`src/include/mvu_consts.svh`:
```
`ifndef MVU_CONSTS_SVH
`define MVU_CONSTS_SVH

// array geometry
`define MVU_PE 4            // PE rows, one dot product each
`define MVU_SIMD 7          // elements per input vector

// user-facing element widths
`define MVU_ACT_W 8         // signed activation
`define MVU_WGT_W 6         // signed weight, narrower than a lane
`define MVU_ACCU_W 24       // result width presented at the top

// slice lane format in INT8 mode
`define MVU_LANES 3         // products summed per slice
`define MVU_ACT_LANE_W 9    // A lane, 27 bit A port split in three
`define MVU_WGT_LANE_W 8    // B lane, 24 bit B port split in three
`define MVU_CASC_W 58       // P register and cascade width

// slices per PE chain, last one may be partially filled
`define MVU_CHAINLEN ((`MVU_SIMD + `MVU_LANES - 1) / `MVU_LANES)

`endif
```
`src/hw/dspPkg.sv`:
```
`default_nettype none

`include "mvu_consts.svh"

// operand formats of one INT8 mode slice
package dspPkg;

	typedef logic signed [`MVU_ACT_LANE_W-1:0] actLaneT;  // sign extended activation
	typedef logic signed [`MVU_WGT_LANE_W-1:0] wgtLaneT;  // sign extended weight

	// lane 0 sits in the low bits, like the A port layout
	typedef actLaneT [`MVU_LANES-1:0] actSlotT;           // 27 bits
	typedef wgtLaneT [`MVU_LANES-1:0] wgtSlotT;           // 24 bits

	// wide enough that chain sums never overflow before truncation
	typedef logic signed [`MVU_CASC_W-1:0] cascT;

endpackage : dspPkg

`default_nettype wire

```
`src/hw/mvuPkg.sv`:
```
`default_nettype none

`include "mvu_consts.svh"

// data types seen at the engine boundary
package mvuPkg;

	typedef logic signed [`MVU_ACT_W-1:0] actT;     // one activation element
	typedef logic signed [`MVU_WGT_W-1:0] wgtT;     // one weight element

	// one activation vector, shared by every PE row
	typedef actT [`MVU_SIMD-1:0] actVecT;

	// weight row of a single PE, element k meets activation k
	typedef wgtT [`MVU_SIMD-1:0] wgtVecT;

	// full weight tile, one row per PE
	typedef wgtVecT [`MVU_PE-1:0] wgtMatT;

	typedef logic signed [`MVU_ACCU_W-1:0] accuT;   // wraps modulo 2^24

	// PE results side by side, PE 0 in the low bits
	typedef accuT [`MVU_PE-1:0] resVecT;

endpackage : mvuPkg

`default_nettype wire

```
`src/hw/mvuTop.sv`:
```
`timescale 1ns/1ps
`default_nettype none

`include "mvu_consts.svh"

// matrix-vector engine, PE rows of slice chains sharing one activation vector
module mvuTop (
	input wire logic clk,
	input wire logic rst,
	input wire logic en_i,                  // level, low stalls the whole pipe
	input wire logic last_i,                // closes the current run
	input wire logic zero_i,                // drop this vector from the sum
	input wire mvuPkg::actVecT act_i,       // shared activation vector
	input wire mvuPkg::wgtMatT wgt_i,       // one weight row per PE
	output logic valid_o,                   // one enabled cycle per run
	output mvuPkg::resVecT result_o
);

	logic prodZero;
	logic accClear;
	dspPkg::actSlotT aSlots [`MVU_CHAINLEN];    // packed once, fanned out to all PEs
	mvuPkg::accuT peRes [`MVU_PE];

	laneControl ctrl (
		.clk(clk),
		.rst(rst),
		.en_i(en_i),
		.last_i(last_i),
		.zero_i(zero_i),
		.valid_o(valid_o),
		.accClear_o(accClear),
		.prodZero_o(prodZero)
	);

	operandPacker #(
		.elemT(mvuPkg::actT),
		.slotT(dspPkg::actSlotT),
		.LANE_W(`MVU_ACT_LANE_W)
	) actPacker (
		.elems_i(act_i),
		.slots_o(aSlots)
	);

	for (genvar p = 0; p < `MVU_PE; p++) begin : genPe
		peChain pe (
			.clk(clk),
			.rst(rst),
			.en_i(en_i),
			.aSlots_i(aSlots),
			.wgtRow_i(wgt_i[p]),
			.prodZero_i(prodZero),
			.accClear_i(accClear),
			.result_o(peRes[p])
		);
	end

	always_comb begin
		for (int p = 0; p < `MVU_PE; p++) begin
			result_o[p] = peRes[p];         // PE 0 lands in the low bits
		end
	end

endmodule : mvuTop

`default_nettype wire

```
`src/hw/peChain.sv`:
```
`timescale 1ns/1ps
`default_nettype none

`include "mvu_consts.svh"

// one PE row: weight packing plus a cascade of slices
module peChain (
	input wire logic clk,
	input wire logic rst,
	input wire logic en_i,
	input wire dspPkg::actSlotT aSlots_i [`MVU_CHAINLEN],  // shared, already packed
	input wire mvuPkg::wgtVecT wgtRow_i,                   // raw weights for this PE
	input wire logic prodZero_i,
	input wire logic accClear_i,
	output mvuPkg::accuT result_o
);

	dspPkg::wgtSlotT bSlots [`MVU_CHAINLEN];
	dspPkg::cascT cascW [`MVU_CHAINLEN+1];                 // cascW[j] feeds slice j

	// 6 bit weights widen to 8 bit lanes, last slot padded
	operandPacker #(
		.elemT(mvuPkg::wgtT),
		.slotT(dspPkg::wgtSlotT),
		.LANE_W(`MVU_WGT_LANE_W)
	) wgtPacker (
		.elems_i(wgtRow_i),
		.slots_o(bSlots)
	);

	assign cascW[0] = '0;                                  // nothing above the first slice

	for (genvar j = 0; j < `MVU_CHAINLEN; j++) begin : genSlice
		dspSlice #(
			.FIRST(j == 0),
			.LAST(j == `MVU_CHAINLEN - 1)
		) slice (
			.clk(clk),
			.rst(rst),
			.en_i(en_i),
			.aSlot_i(aSlots_i[j]),
			.bSlot_i(bSlots[j]),
			.prodZero_i(prodZero_i),
			.accClear_i(accClear_i),
			.casc_i(cascW[j]),
			.casc_o(cascW[j+1])
		);
	end

	// low bits of P, wraps like the hardware result port
	assign result_o = cascW[`MVU_CHAINLEN][`MVU_ACCU_W-1:0];

endmodule : peChain

`default_nettype wire

```
`src/hw/dspSlice.sv`:
```
`timescale 1ns/1ps
`default_nettype none

`include "mvu_consts.svh"

// behavioral DSP58 in INT8 mode: three 9x8 signed products per edge
module dspSlice #(
	parameter bit FIRST = 1'b1,                     // no upstream neighbour
	parameter bit LAST = 1'b1                       // owns the accumulating P reg
) (
	input wire logic clk,
	input wire logic rst,
	input wire logic en_i,
	input wire dspPkg::actSlotT aSlot_i,            // shared activation lanes
	input wire dspPkg::wgtSlotT bSlot_i,            // this PE's weight lanes
	input wire logic prodZero_i,                    // aligned with aQ/bQ
	input wire logic accClear_i,                    // aligned with prodQ
	input wire dspPkg::cascT casc_i,                // PCIN from previous slice
	output dspPkg::cascT casc_o                     // PCOUT, or P when LAST
);

	dspPkg::actSlotT aQ;                            // A reg
	dspPkg::wgtSlotT bQ;                            // B reg
	dspPkg::cascT prodD;                            // lane products summed
	dspPkg::cascT prodQ;                            // M reg
	dspPkg::cascT cascIn;

	// stage 1, operand registers
	always_ff @(posedge clk) begin
		if (rst) begin
			aQ <= '0;
			bQ <= '0;
		end else if (en_i) begin
			aQ <= aSlot_i;
			bQ <= bSlot_i;
		end
	end

	// three signed lane products, added at full cascade width
	always_comb begin
		prodD = '0;
		for (int k = 0; k < `MVU_LANES; k++) begin
			prodD += dspPkg::cascT'($signed(aQ[k])) * dspPkg::cascT'($signed(bQ[k]));
		end
		if (prodZero_i) begin
			prodD = '0;                             // like zeroing B through INMODE
		end
	end

	// stage 2, product register
	always_ff @(posedge clk) begin
		if (rst) begin
			prodQ <= '0;
		end else if (en_i) begin
			prodQ <= prodD;
		end
	end

	assign cascIn = FIRST ? '0 : casc_i;            // Z mux picks 0 on the first slice

	if (LAST) begin : genAccu
		dspPkg::cascT accQ;                         // P reg, end of chain

		// stage 3, W mux drops the old P when a run has just closed
		always_ff @(posedge clk) begin
			if (rst) begin
				accQ <= '0;
			end else if (en_i) begin
				accQ <= (accClear_i ? '0 : accQ) + prodQ + cascIn;
			end
		end

		assign casc_o = accQ;

		// a stalled edge must not lose or double count a partial sum
		accuHoldsOnStall : assert property (
			@(posedge clk) (!rst && !en_i) |=> $stable(accQ)
		) else $error("accumulator moved while enable was low");
	end else begin : genPass
		// no P reg inside the chain, sum ripples down to the last slice
		assign casc_o = prodQ + cascIn;
	end

endmodule : dspSlice

`default_nettype wire

```
`src/hw/operandPacker.sv`:
```
`timescale 1ns/1ps
`default_nettype none

`include "mvu_consts.svh"

// packs SIMD elements into three-lane slice operands, combinational
module operandPacker #(
	parameter type elemT = logic signed [7:0],      // element as it arrives
	parameter type slotT = logic [26:0],            // one slice operand
	parameter int unsigned LANE_W = 9               // lane width inside slotT
) (
	input wire elemT [`MVU_SIMD-1:0] elems_i,
	output slotT slots_o [`MVU_CHAINLEN]
);

	localparam int unsigned SLOT_W = `MVU_LANES * LANE_W;

	for (genvar s = 0; s < `MVU_CHAINLEN; s++) begin : genSlot
		logic [SLOT_W-1:0] flat;                    // lanes laid out low to high

		for (genvar l = 0; l < `MVU_LANES; l++) begin : genLane
			localparam int unsigned IDX = s * `MVU_LANES + l;  // element feeding this lane

			if (IDX < `MVU_SIMD) begin : genData
				// sized cast of a signed value extends the sign bit
				assign flat[l*LANE_W +: LANE_W] = LANE_W'($signed(elems_i[IDX]));
			end else begin : genPad
				assign flat[l*LANE_W +: LANE_W] = '0;  // unused lane of partial slot
			end
		end

		assign slots_o[s] = slotT'(flat);           // same width, just retyped
	end

endmodule : operandPacker

`default_nettype wire

```
`src/hw/laneControl.sv`:
```
`timescale 1ns/1ps
`default_nettype none

module laneControl (
	input wire logic clk,
	input wire logic rst,
	input wire logic en_i,          // global clock enable, holds everything when low
	input wire logic last_i,        // current vector closes the run
	input wire logic zero_i,        // current vector is dropped from the sum
	output logic valid_o,           // result on the chain outputs is final
	output logic accClear_o,        // next accumulate starts from zero
	output logic prodZero_o         // force slice products to zero
);

	logic [2:0] lastQ;              // bit 0 is newest, lines up with operand regs
	logic accClearQ;
	logic prodZeroQ;

	always_ff @(posedge clk) begin
		if (rst) begin
			lastQ <= '0;
			accClearQ <= 1'b0;
			prodZeroQ <= 1'b0;
		end else if (en_i) begin
			lastQ <= {lastQ[1:0], last_i};      // shift toward the accumulator stage
			accClearQ <= lastQ[1];              // tap middle stage, one more reg
			prodZeroQ <= zero_i;                // same stage as operand regs
		end
	end

	assign valid_o = lastQ[2];                  // third enabled edge after last
	assign accClear_o = accClearQ;              // seen by the P reg one edge later
	assign prodZero_o = prodZeroQ;              // gates the multiply into M reg

	// a new result can only show up after the pipeline actually moved
	validOnEnable : assert property (
		@(posedge clk) disable iff (rst)
		$rose(valid_o) |-> $past(en_i)
	) else $error("valid rose without an enabled edge");

	// the clear tap must sit exactly on the result cycle, or results smear
	clearAlignsValid : assert property (
		@(posedge clk) disable iff (rst)
		accClear_o == valid_o
	) else $error("accumulator clear out of step with valid");

endmodule : laneControl

`default_nettype wire

```
`config.mk`:
```
export PLATFORM = sky130hd
export DESIGN_NAME = mvuTop
export DESIGN_NICKNAME = d
export VERILOG_FILES = /design/src/hw/dspPkg.sv /design/src/hw/mvuPkg.sv /design/src/hw/mvuTop.sv /design/src/hw/peChain.sv /design/src/hw/dspSlice.sv /design/src/hw/operandPacker.sv /design/src/hw/laneControl.sv
export VERILOG_INCLUDE_DIRS = /design/src /design/src/include
export SDC_FILE = /design/constraint.sdc
export NUM_CORES = 2
export LEC_CHECK = 0
export BUFFER_PORTS_ARGS = -buffer_cell sky130_fd_sc_hd__buf_2
export CAP_MARGIN = 25
export CORE_MARGIN = 3
export CORE_UTILIZATION = 65
export DETAILED_ROUTE_END_ITERATION = 12
export GPL_ROUTABILITY_DRIVEN = 0
export PLACE_DENSITY = 0.83
export SYNTH_ARGS = -nofsm -noshare
export SYNTH_HDL_FRONTEND = slang
export SYNTH_SLANG_ARGS = --single-unit
```
`constraint.sdc`:
```
create_clock -name clk -period 11.9 [get_ports clk]
set_clock_uncertainty 0.2 [all_clocks]
set_input_delay 1.785 -clock clk [delete_from_list [all_inputs] [get_ports clk]]
set_output_delay 1.785 -clock clk [all_outputs]
set_load 0.02 [all_outputs]
```
==> qor.csv <==
stage,metric,value,unit
yosys,synth_top_area_share,0.395,
global_routing,grt_overflow_total,0,
yosys,synth_nets,10815,
clock_network,cts-resized-gates,0,
setup_path,worst_path_class_setup,reg -> reg,
yosys,postSynthAreaPerCell,9.50,µm²
setup_path,ff2ff_path_depth,20,
yosys,netlist.top_cell.by_area,sky130_fd_sc_hd__fa_1,
sta,worst_hold_slack,0.274,ns
yosys,mappedNetlistArea,79200,µm²
global_routing,grt_usage,0.339,
placement,postPlaceCellArea,81400,µm²
setup_path,cp.required,12.27,ns
clock_network,cts.path.max_buffers,3,
yosys,post_synth_edffs,0,
clock_network,number_of_cts_inserted_buffers,59,
power_and_ir_drop,total_leakage_power,0.0428,µW
sta,setup_tns,0,ns
setup_path,crit_path_cell_trace,"nand2_1, fa_1, fa_1, fa_1, inv_1, fa_1, fa_1, fa_1, inv_1, fa_1, inv_1, ha_1, o21ai_0, a21oi_1, o211ai_1, nand2_1, a41o_1, o41ai_1, xnor2_1, a22o_1",
clock_network,htreeDepth,2,
floorplanning,initial_utilization,0.657,
power_and_ir_drop,power.density_cell_area,131,nW/µm²
placement,dp.final_hpwl,168000,µm
setup_path,rr_startpoint,genPe[3].pe.genSlice[1].slice.aQ[1]$_SDFFE_PP0P_,
drt,dr_total_vias,58091,
sta,fmax,141,MHz
setup_path,end_point_of_the_critical_path,genPe[0].pe.genSlice[1].slice.prodQ[56]$_SDFFE_PP0P_,
floorplanning,total_core_area,120000,µm²
drt,drt_drc_violations_left,0,
setup_path,timing.critical_path.slowest_cell_delay,1.04,ns
clock_network,post_cts.repair.setup_buffers,0,
sta,rsz_0062_raised_after_global_routing,false,
global_routing,grt_max_degree,92,
drt,viasPerCell,5.79,
sta,setup_violations_final,0,
setup_path,worstSetupPathDepth,20,
setup_path,worstSetupStartpointType,register,
setup_path,regToRegSetupSlack,4.80,ns
floorplanning,die-height,355,µm
clock_network,cts_root_buffer,sky130_fd_sc_hd__clkbuf_16,
setup_path,cp.arrival,7.48,ns
drt,ant_nets,0,
setup_path,slowest_stage,sky130_fd_sc_hd__dfxtp_1,
clock_network,cts_num_sinks,508,
clock_network,clock_latency,0.69,ns
sta,minimum_period_implied_by_the_final_worst_setup_slack,7.10,ns
setup_path,r2r-end,genPe[0].pe.genSlice[1].slice.prodQ[56]$_SDFFE_PP0P_,
yosys,synthesized_flop_and_latch_total,508,
sta,worst_slew_pin_slew,1.10,ns
drt,drt_pre_antenna_iters,6,
sta,timing_hold_violations_final,0,
setup_path,crit_top_cell,sky130_fd_sc_hd__fa_1,
yosys,synthFlopType,sky130_fd_sc_hd__dfxtp_1,
placement,port-buffer-count,325,
job,cap_violations,0,
yosys,synth_warnings,0,
global_routing,vias_in_the_first_global_route,62444,
clock_network,cts_tree,built,
yosys,seq_area_frac_synth,0.128,
yosys,async_flop_share,0,
setup_path,critPathTopFamily,adder cells,
setup_path,critical_path_peak_fanout,25,
setup_path,crit_start,genPe[3].pe.genSlice[1].slice.aQ[1]$_SDFFE_PP0P_,
global_routing,grt_antenna_before_repair,9,
power_and_ir_drop,vdd_ir_max,0.135,mV
final_layout,layout.nets,10852,
drt,drt-initial-drc-count,4600,
setup_path,end_kind,register,
clock_network,clkTransAtPathRegs,0.06,ns
sta,portion_of_the_clock_cycle_consumed_by_the_worst_path_in_the_final_layout,0.597,
clock_network,postCtsHoldBufs,0,
yosys,synth.top_cells.by_area,"sky130_fd_sc_hd__fa_1 (39%), sky130_fd_sc_hd__dfxtp_1 (13%), sky130_fd_sc_hd__ha_1 (11%)",
setup_path,crit_buf_inv,3,
floorplanning,rows,127,
worst_hold_path,hold_path.class,reg -> reg,
drt,finalWirelength,209000,µm
yosys,syn-instance-count,8330,
final_layout,design_area,83900,µm²
final_layout,layout-drive-gt1-share,0.0607,
sta,pins_over_their_slew_limit,0,
outcome,outcome,"complete, no violations",
global_routing,global_route_wire_length_before_repair,334000,µm
drt,routedWlPerCell,20.8,µm
floorplanning,chipWidth,355,µm
floorplanning,die-area,126000,µm²
sta,slew_headroom,0.263,
yosys,synth_cell_types,70,
floorplanning,io_pins,326,
final_layout,area_growth,6.01,%
==> kinds of logic (layout without fill, tap and decap cells) <==
logic type                 count (synthesis)  after routing  synth area share
buffers and inverters                   2033           2118             0.101
adders and majority gates               2256           2256             0.505
other                                      0              6                 0
xor gates and xnor gates                 262            262            0.0290
AOI/OAI and AO/OA                        752            752            0.0627
DFF                                      508            508             0.128
muxes                                    266            266            0.0337
and+or+nand+nor                         2253           2253             0.140
==> area by class of cell <==
type | count | area, µm²
timing repair buffer | 390 | 2430
fill | 8818 | 36500
clock buffer | 74 | 1650
antenna | 6 | 15.0
tap | 1612 | 2020
multi-input combinational | 5789 | 61000
clock inverter | 35 | 549
sequential | 508 | 10200
inverter | 1619 | 6080
==> flip-flops by register name, indices dropped and copies added, names as in the netlist <==
name / count
genPe.pe.genSlice.slice.prodQ: 184
genPe.pe.genSlice.slice.bQ: 168
genPe.pe.genSlice.slice.casc_o: 96
genPe.pe.genSlice.slice.aQ: 56
ctrl.lastQ: 3
ctrl.prodZero_o: 1
==> layer usage <==
| metal | track usage | wire length (µm) | vias up |
|---|---|---|---|
| li1 | - | - | 25465 |
| met1 | 0.428 | 76400 | 29112 |
| met2 | 0.541 | 96500 | 2850 |
| met3 | 0.0847 | 22400 | 660 |
| met4 | 0.181 | 13600 | 4 |
| met5 | 0 | 27 | - |
==> worst register-to-register path, cell delays in order, from the launching register on <==
cell and delay (ns):
sky130_fd_sc_hd__dfxtp_1 1.04, sky130_fd_sc_hd__nand2_1 0.20, sky130_fd_sc_hd__fa_1 0.54, sky130_fd_sc_hd__fa_1 0.47
sky130_fd_sc_hd__fa_1 0.55, sky130_fd_sc_hd__inv_1 0.06, sky130_fd_sc_hd__fa_1 0.56, sky130_fd_sc_hd__fa_1 0.43
sky130_fd_sc_hd__fa_1 0.50, sky130_fd_sc_hd__inv_1 0.05, sky130_fd_sc_hd__fa_1 0.49, sky130_fd_sc_hd__inv_1 0.07
sky130_fd_sc_hd__ha_1 0.33, sky130_fd_sc_hd__o21ai_0 0.20, sky130_fd_sc_hd__a21oi_1 0.10, sky130_fd_sc_hd__o211ai_1 0.18
sky130_fd_sc_hd__nand2_1 0.10, sky130_fd_sc_hd__a41o_1 0.27, sky130_fd_sc_hd__o41ai_1 0.31, sky130_fd_sc_hd__xnor2_1 0.13
sky130_fd_sc_hd__a22o_1 0.21
==> stage by stage <==
step                cells   util  power, µW  worst slack, ns
floorplan            8330      -       6960             5.68
global placement     9899  0.675       8480             5.08
detailed placement   9904  0.676       8760             4.88
CTS                 10013  0.694      10900             4.81
global route        10027  0.696      11800             4.53
finish              10033  0.697      11000             4.80
==> where the power goes <==
group          leakage, µW  switching [µW]  total, µW  internal [µW]
clock network      0.00105             836       2080           1240
registers          0.00417             512       2480           1960
logic               0.0376            3680       6450           2770
==> how the worst min path moves through the flow <==
stage / slack, ns / startpoint / to / cells after the start
detailed placement: 0.26 / genPe[2].pe.genSlice[2].slice.casc_o[16]$_SDFFE_PP0P_ / genPe[2].pe.genSlice[2].slice.casc_o[16]$_SDFFE_PP0P_ / 2
global placement: 0.25 / genPe[0].pe.genSlice[2].slice.casc_o[15]$_SDFFE_PP0P_ / genPe[0].pe.genSlice[2].slice.casc_o[15]$_SDFFE_PP0P_ / 2
floorplan: 0.24 / genPe[0].pe.genSlice[2].slice.casc_o[12]$_SDFFE_PP0P_ / genPe[0].pe.genSlice[2].slice.casc_o[12]$_SDFFE_PP0P_ / 2
finish: 0.27 / genPe[2].pe.genSlice[2].slice.casc_o[16]$_SDFFE_PP0P_ / genPe[2].pe.genSlice[2].slice.casc_o[16]$_SDFFE_PP0P_ / 2
global route: 0.28 / genPe[1].pe.genSlice[2].slice.casc_o[17]$_SDFFE_PP0P_ / genPe[1].pe.genSlice[2].slice.casc_o[17]$_SDFFE_PP0P_ / 2
CTS: 0.27 / genPe[2].pe.genSlice[2].slice.casc_o[16]$_SDFFE_PP0P_ / genPe[2].pe.genSlice[2].slice.casc_o[16]$_SDFFE_PP0P_ / 2
==> Yosys cell counts, types with 7 or more instances <==
master and count:
sky130_fd_sc_hd__and3_1 20, sky130_fd_sc_hd__a32o_1 9, sky130_fd_sc_hd__nor3_1 39, sky130_fd_sc_hd__inv_1 1611, sky130_fd_sc_hd__a32oi_1 9, sky130_fd_sc_hd__buf_4 96, sky130_fd_sc_hd__buf_1 30, sky130_fd_sc_hd__dfxtp_1 508
sky130_fd_sc_hd__or3_1 17, sky130_fd_sc_hd__o211ai_1 19, sky130_fd_sc_hd__buf_2 10, sky130_fd_sc_hd__clkbuf_1 276, sky130_fd_sc_hd__a21o_1 40, sky130_fd_sc_hd__or4_1 11, sky130_fd_sc_hd__o21bai_1 27, sky130_fd_sc_hd__a31oi_1 16
sky130_fd_sc_hd__ha_1 696, sky130_fd_sc_hd__o21ai_1 7, sky130_fd_sc_hd__nand3_1 34, sky130_fd_sc_hd__o21ai_0 138, sky130_fd_sc_hd__mux2i_1 265, sky130_fd_sc_hd__xnor2_1 208, sky130_fd_sc_hd__clkinv_1 8, sky130_fd_sc_hd__nor2_1 554
sky130_fd_sc_hd__o21a_1 37, sky130_fd_sc_hd__and2_1 656, sky130_fd_sc_hd__a21oi_1 211, sky130_fd_sc_hd__a22o_1 43, sky130_fd_sc_hd__xor2_1 54, sky130_fd_sc_hd__nand2b_1 168, sky130_fd_sc_hd__a2111o_1 8, sky130_fd_sc_hd__fa_1 1560
sky130_fd_sc_hd__nor2b_1 120, sky130_fd_sc_hd__o31a_1 12, sky130_fd_sc_hd__a211oi_1 41, sky130_fd_sc_hd__a22oi_1 86, sky130_fd_sc_hd__nand2_1 613
==> placed cells by master (no fill, tap or decap), types with 61 or more instances in the layout <==
cell type,instances
sky130_fd_sc_hd__ha_1,696
sky130_fd_sc_hd__o21ai_0,138
sky130_fd_sc_hd__nor2_1,551
sky130_fd_sc_hd__nor2b_1,120
sky130_fd_sc_hd__clkbuf_16,61
sky130_fd_sc_hd__mux2i_1,265
sky130_fd_sc_hd__and2_1,656
sky130_fd_sc_hd__a21oi_1,211
sky130_fd_sc_hd__nand2_1,613
sky130_fd_sc_hd__fa_1,1560
sky130_fd_sc_hd__a22oi_1,86
sky130_fd_sc_hd__inv_1,1610
sky130_fd_sc_hd__xnor2_1,208
sky130_fd_sc_hd__dfxtp_1,507
sky130_fd_sc_hd__buf_2,323
sky130_fd_sc_hd__nand2b_1,168
Power figures use the tool's default switching activity.
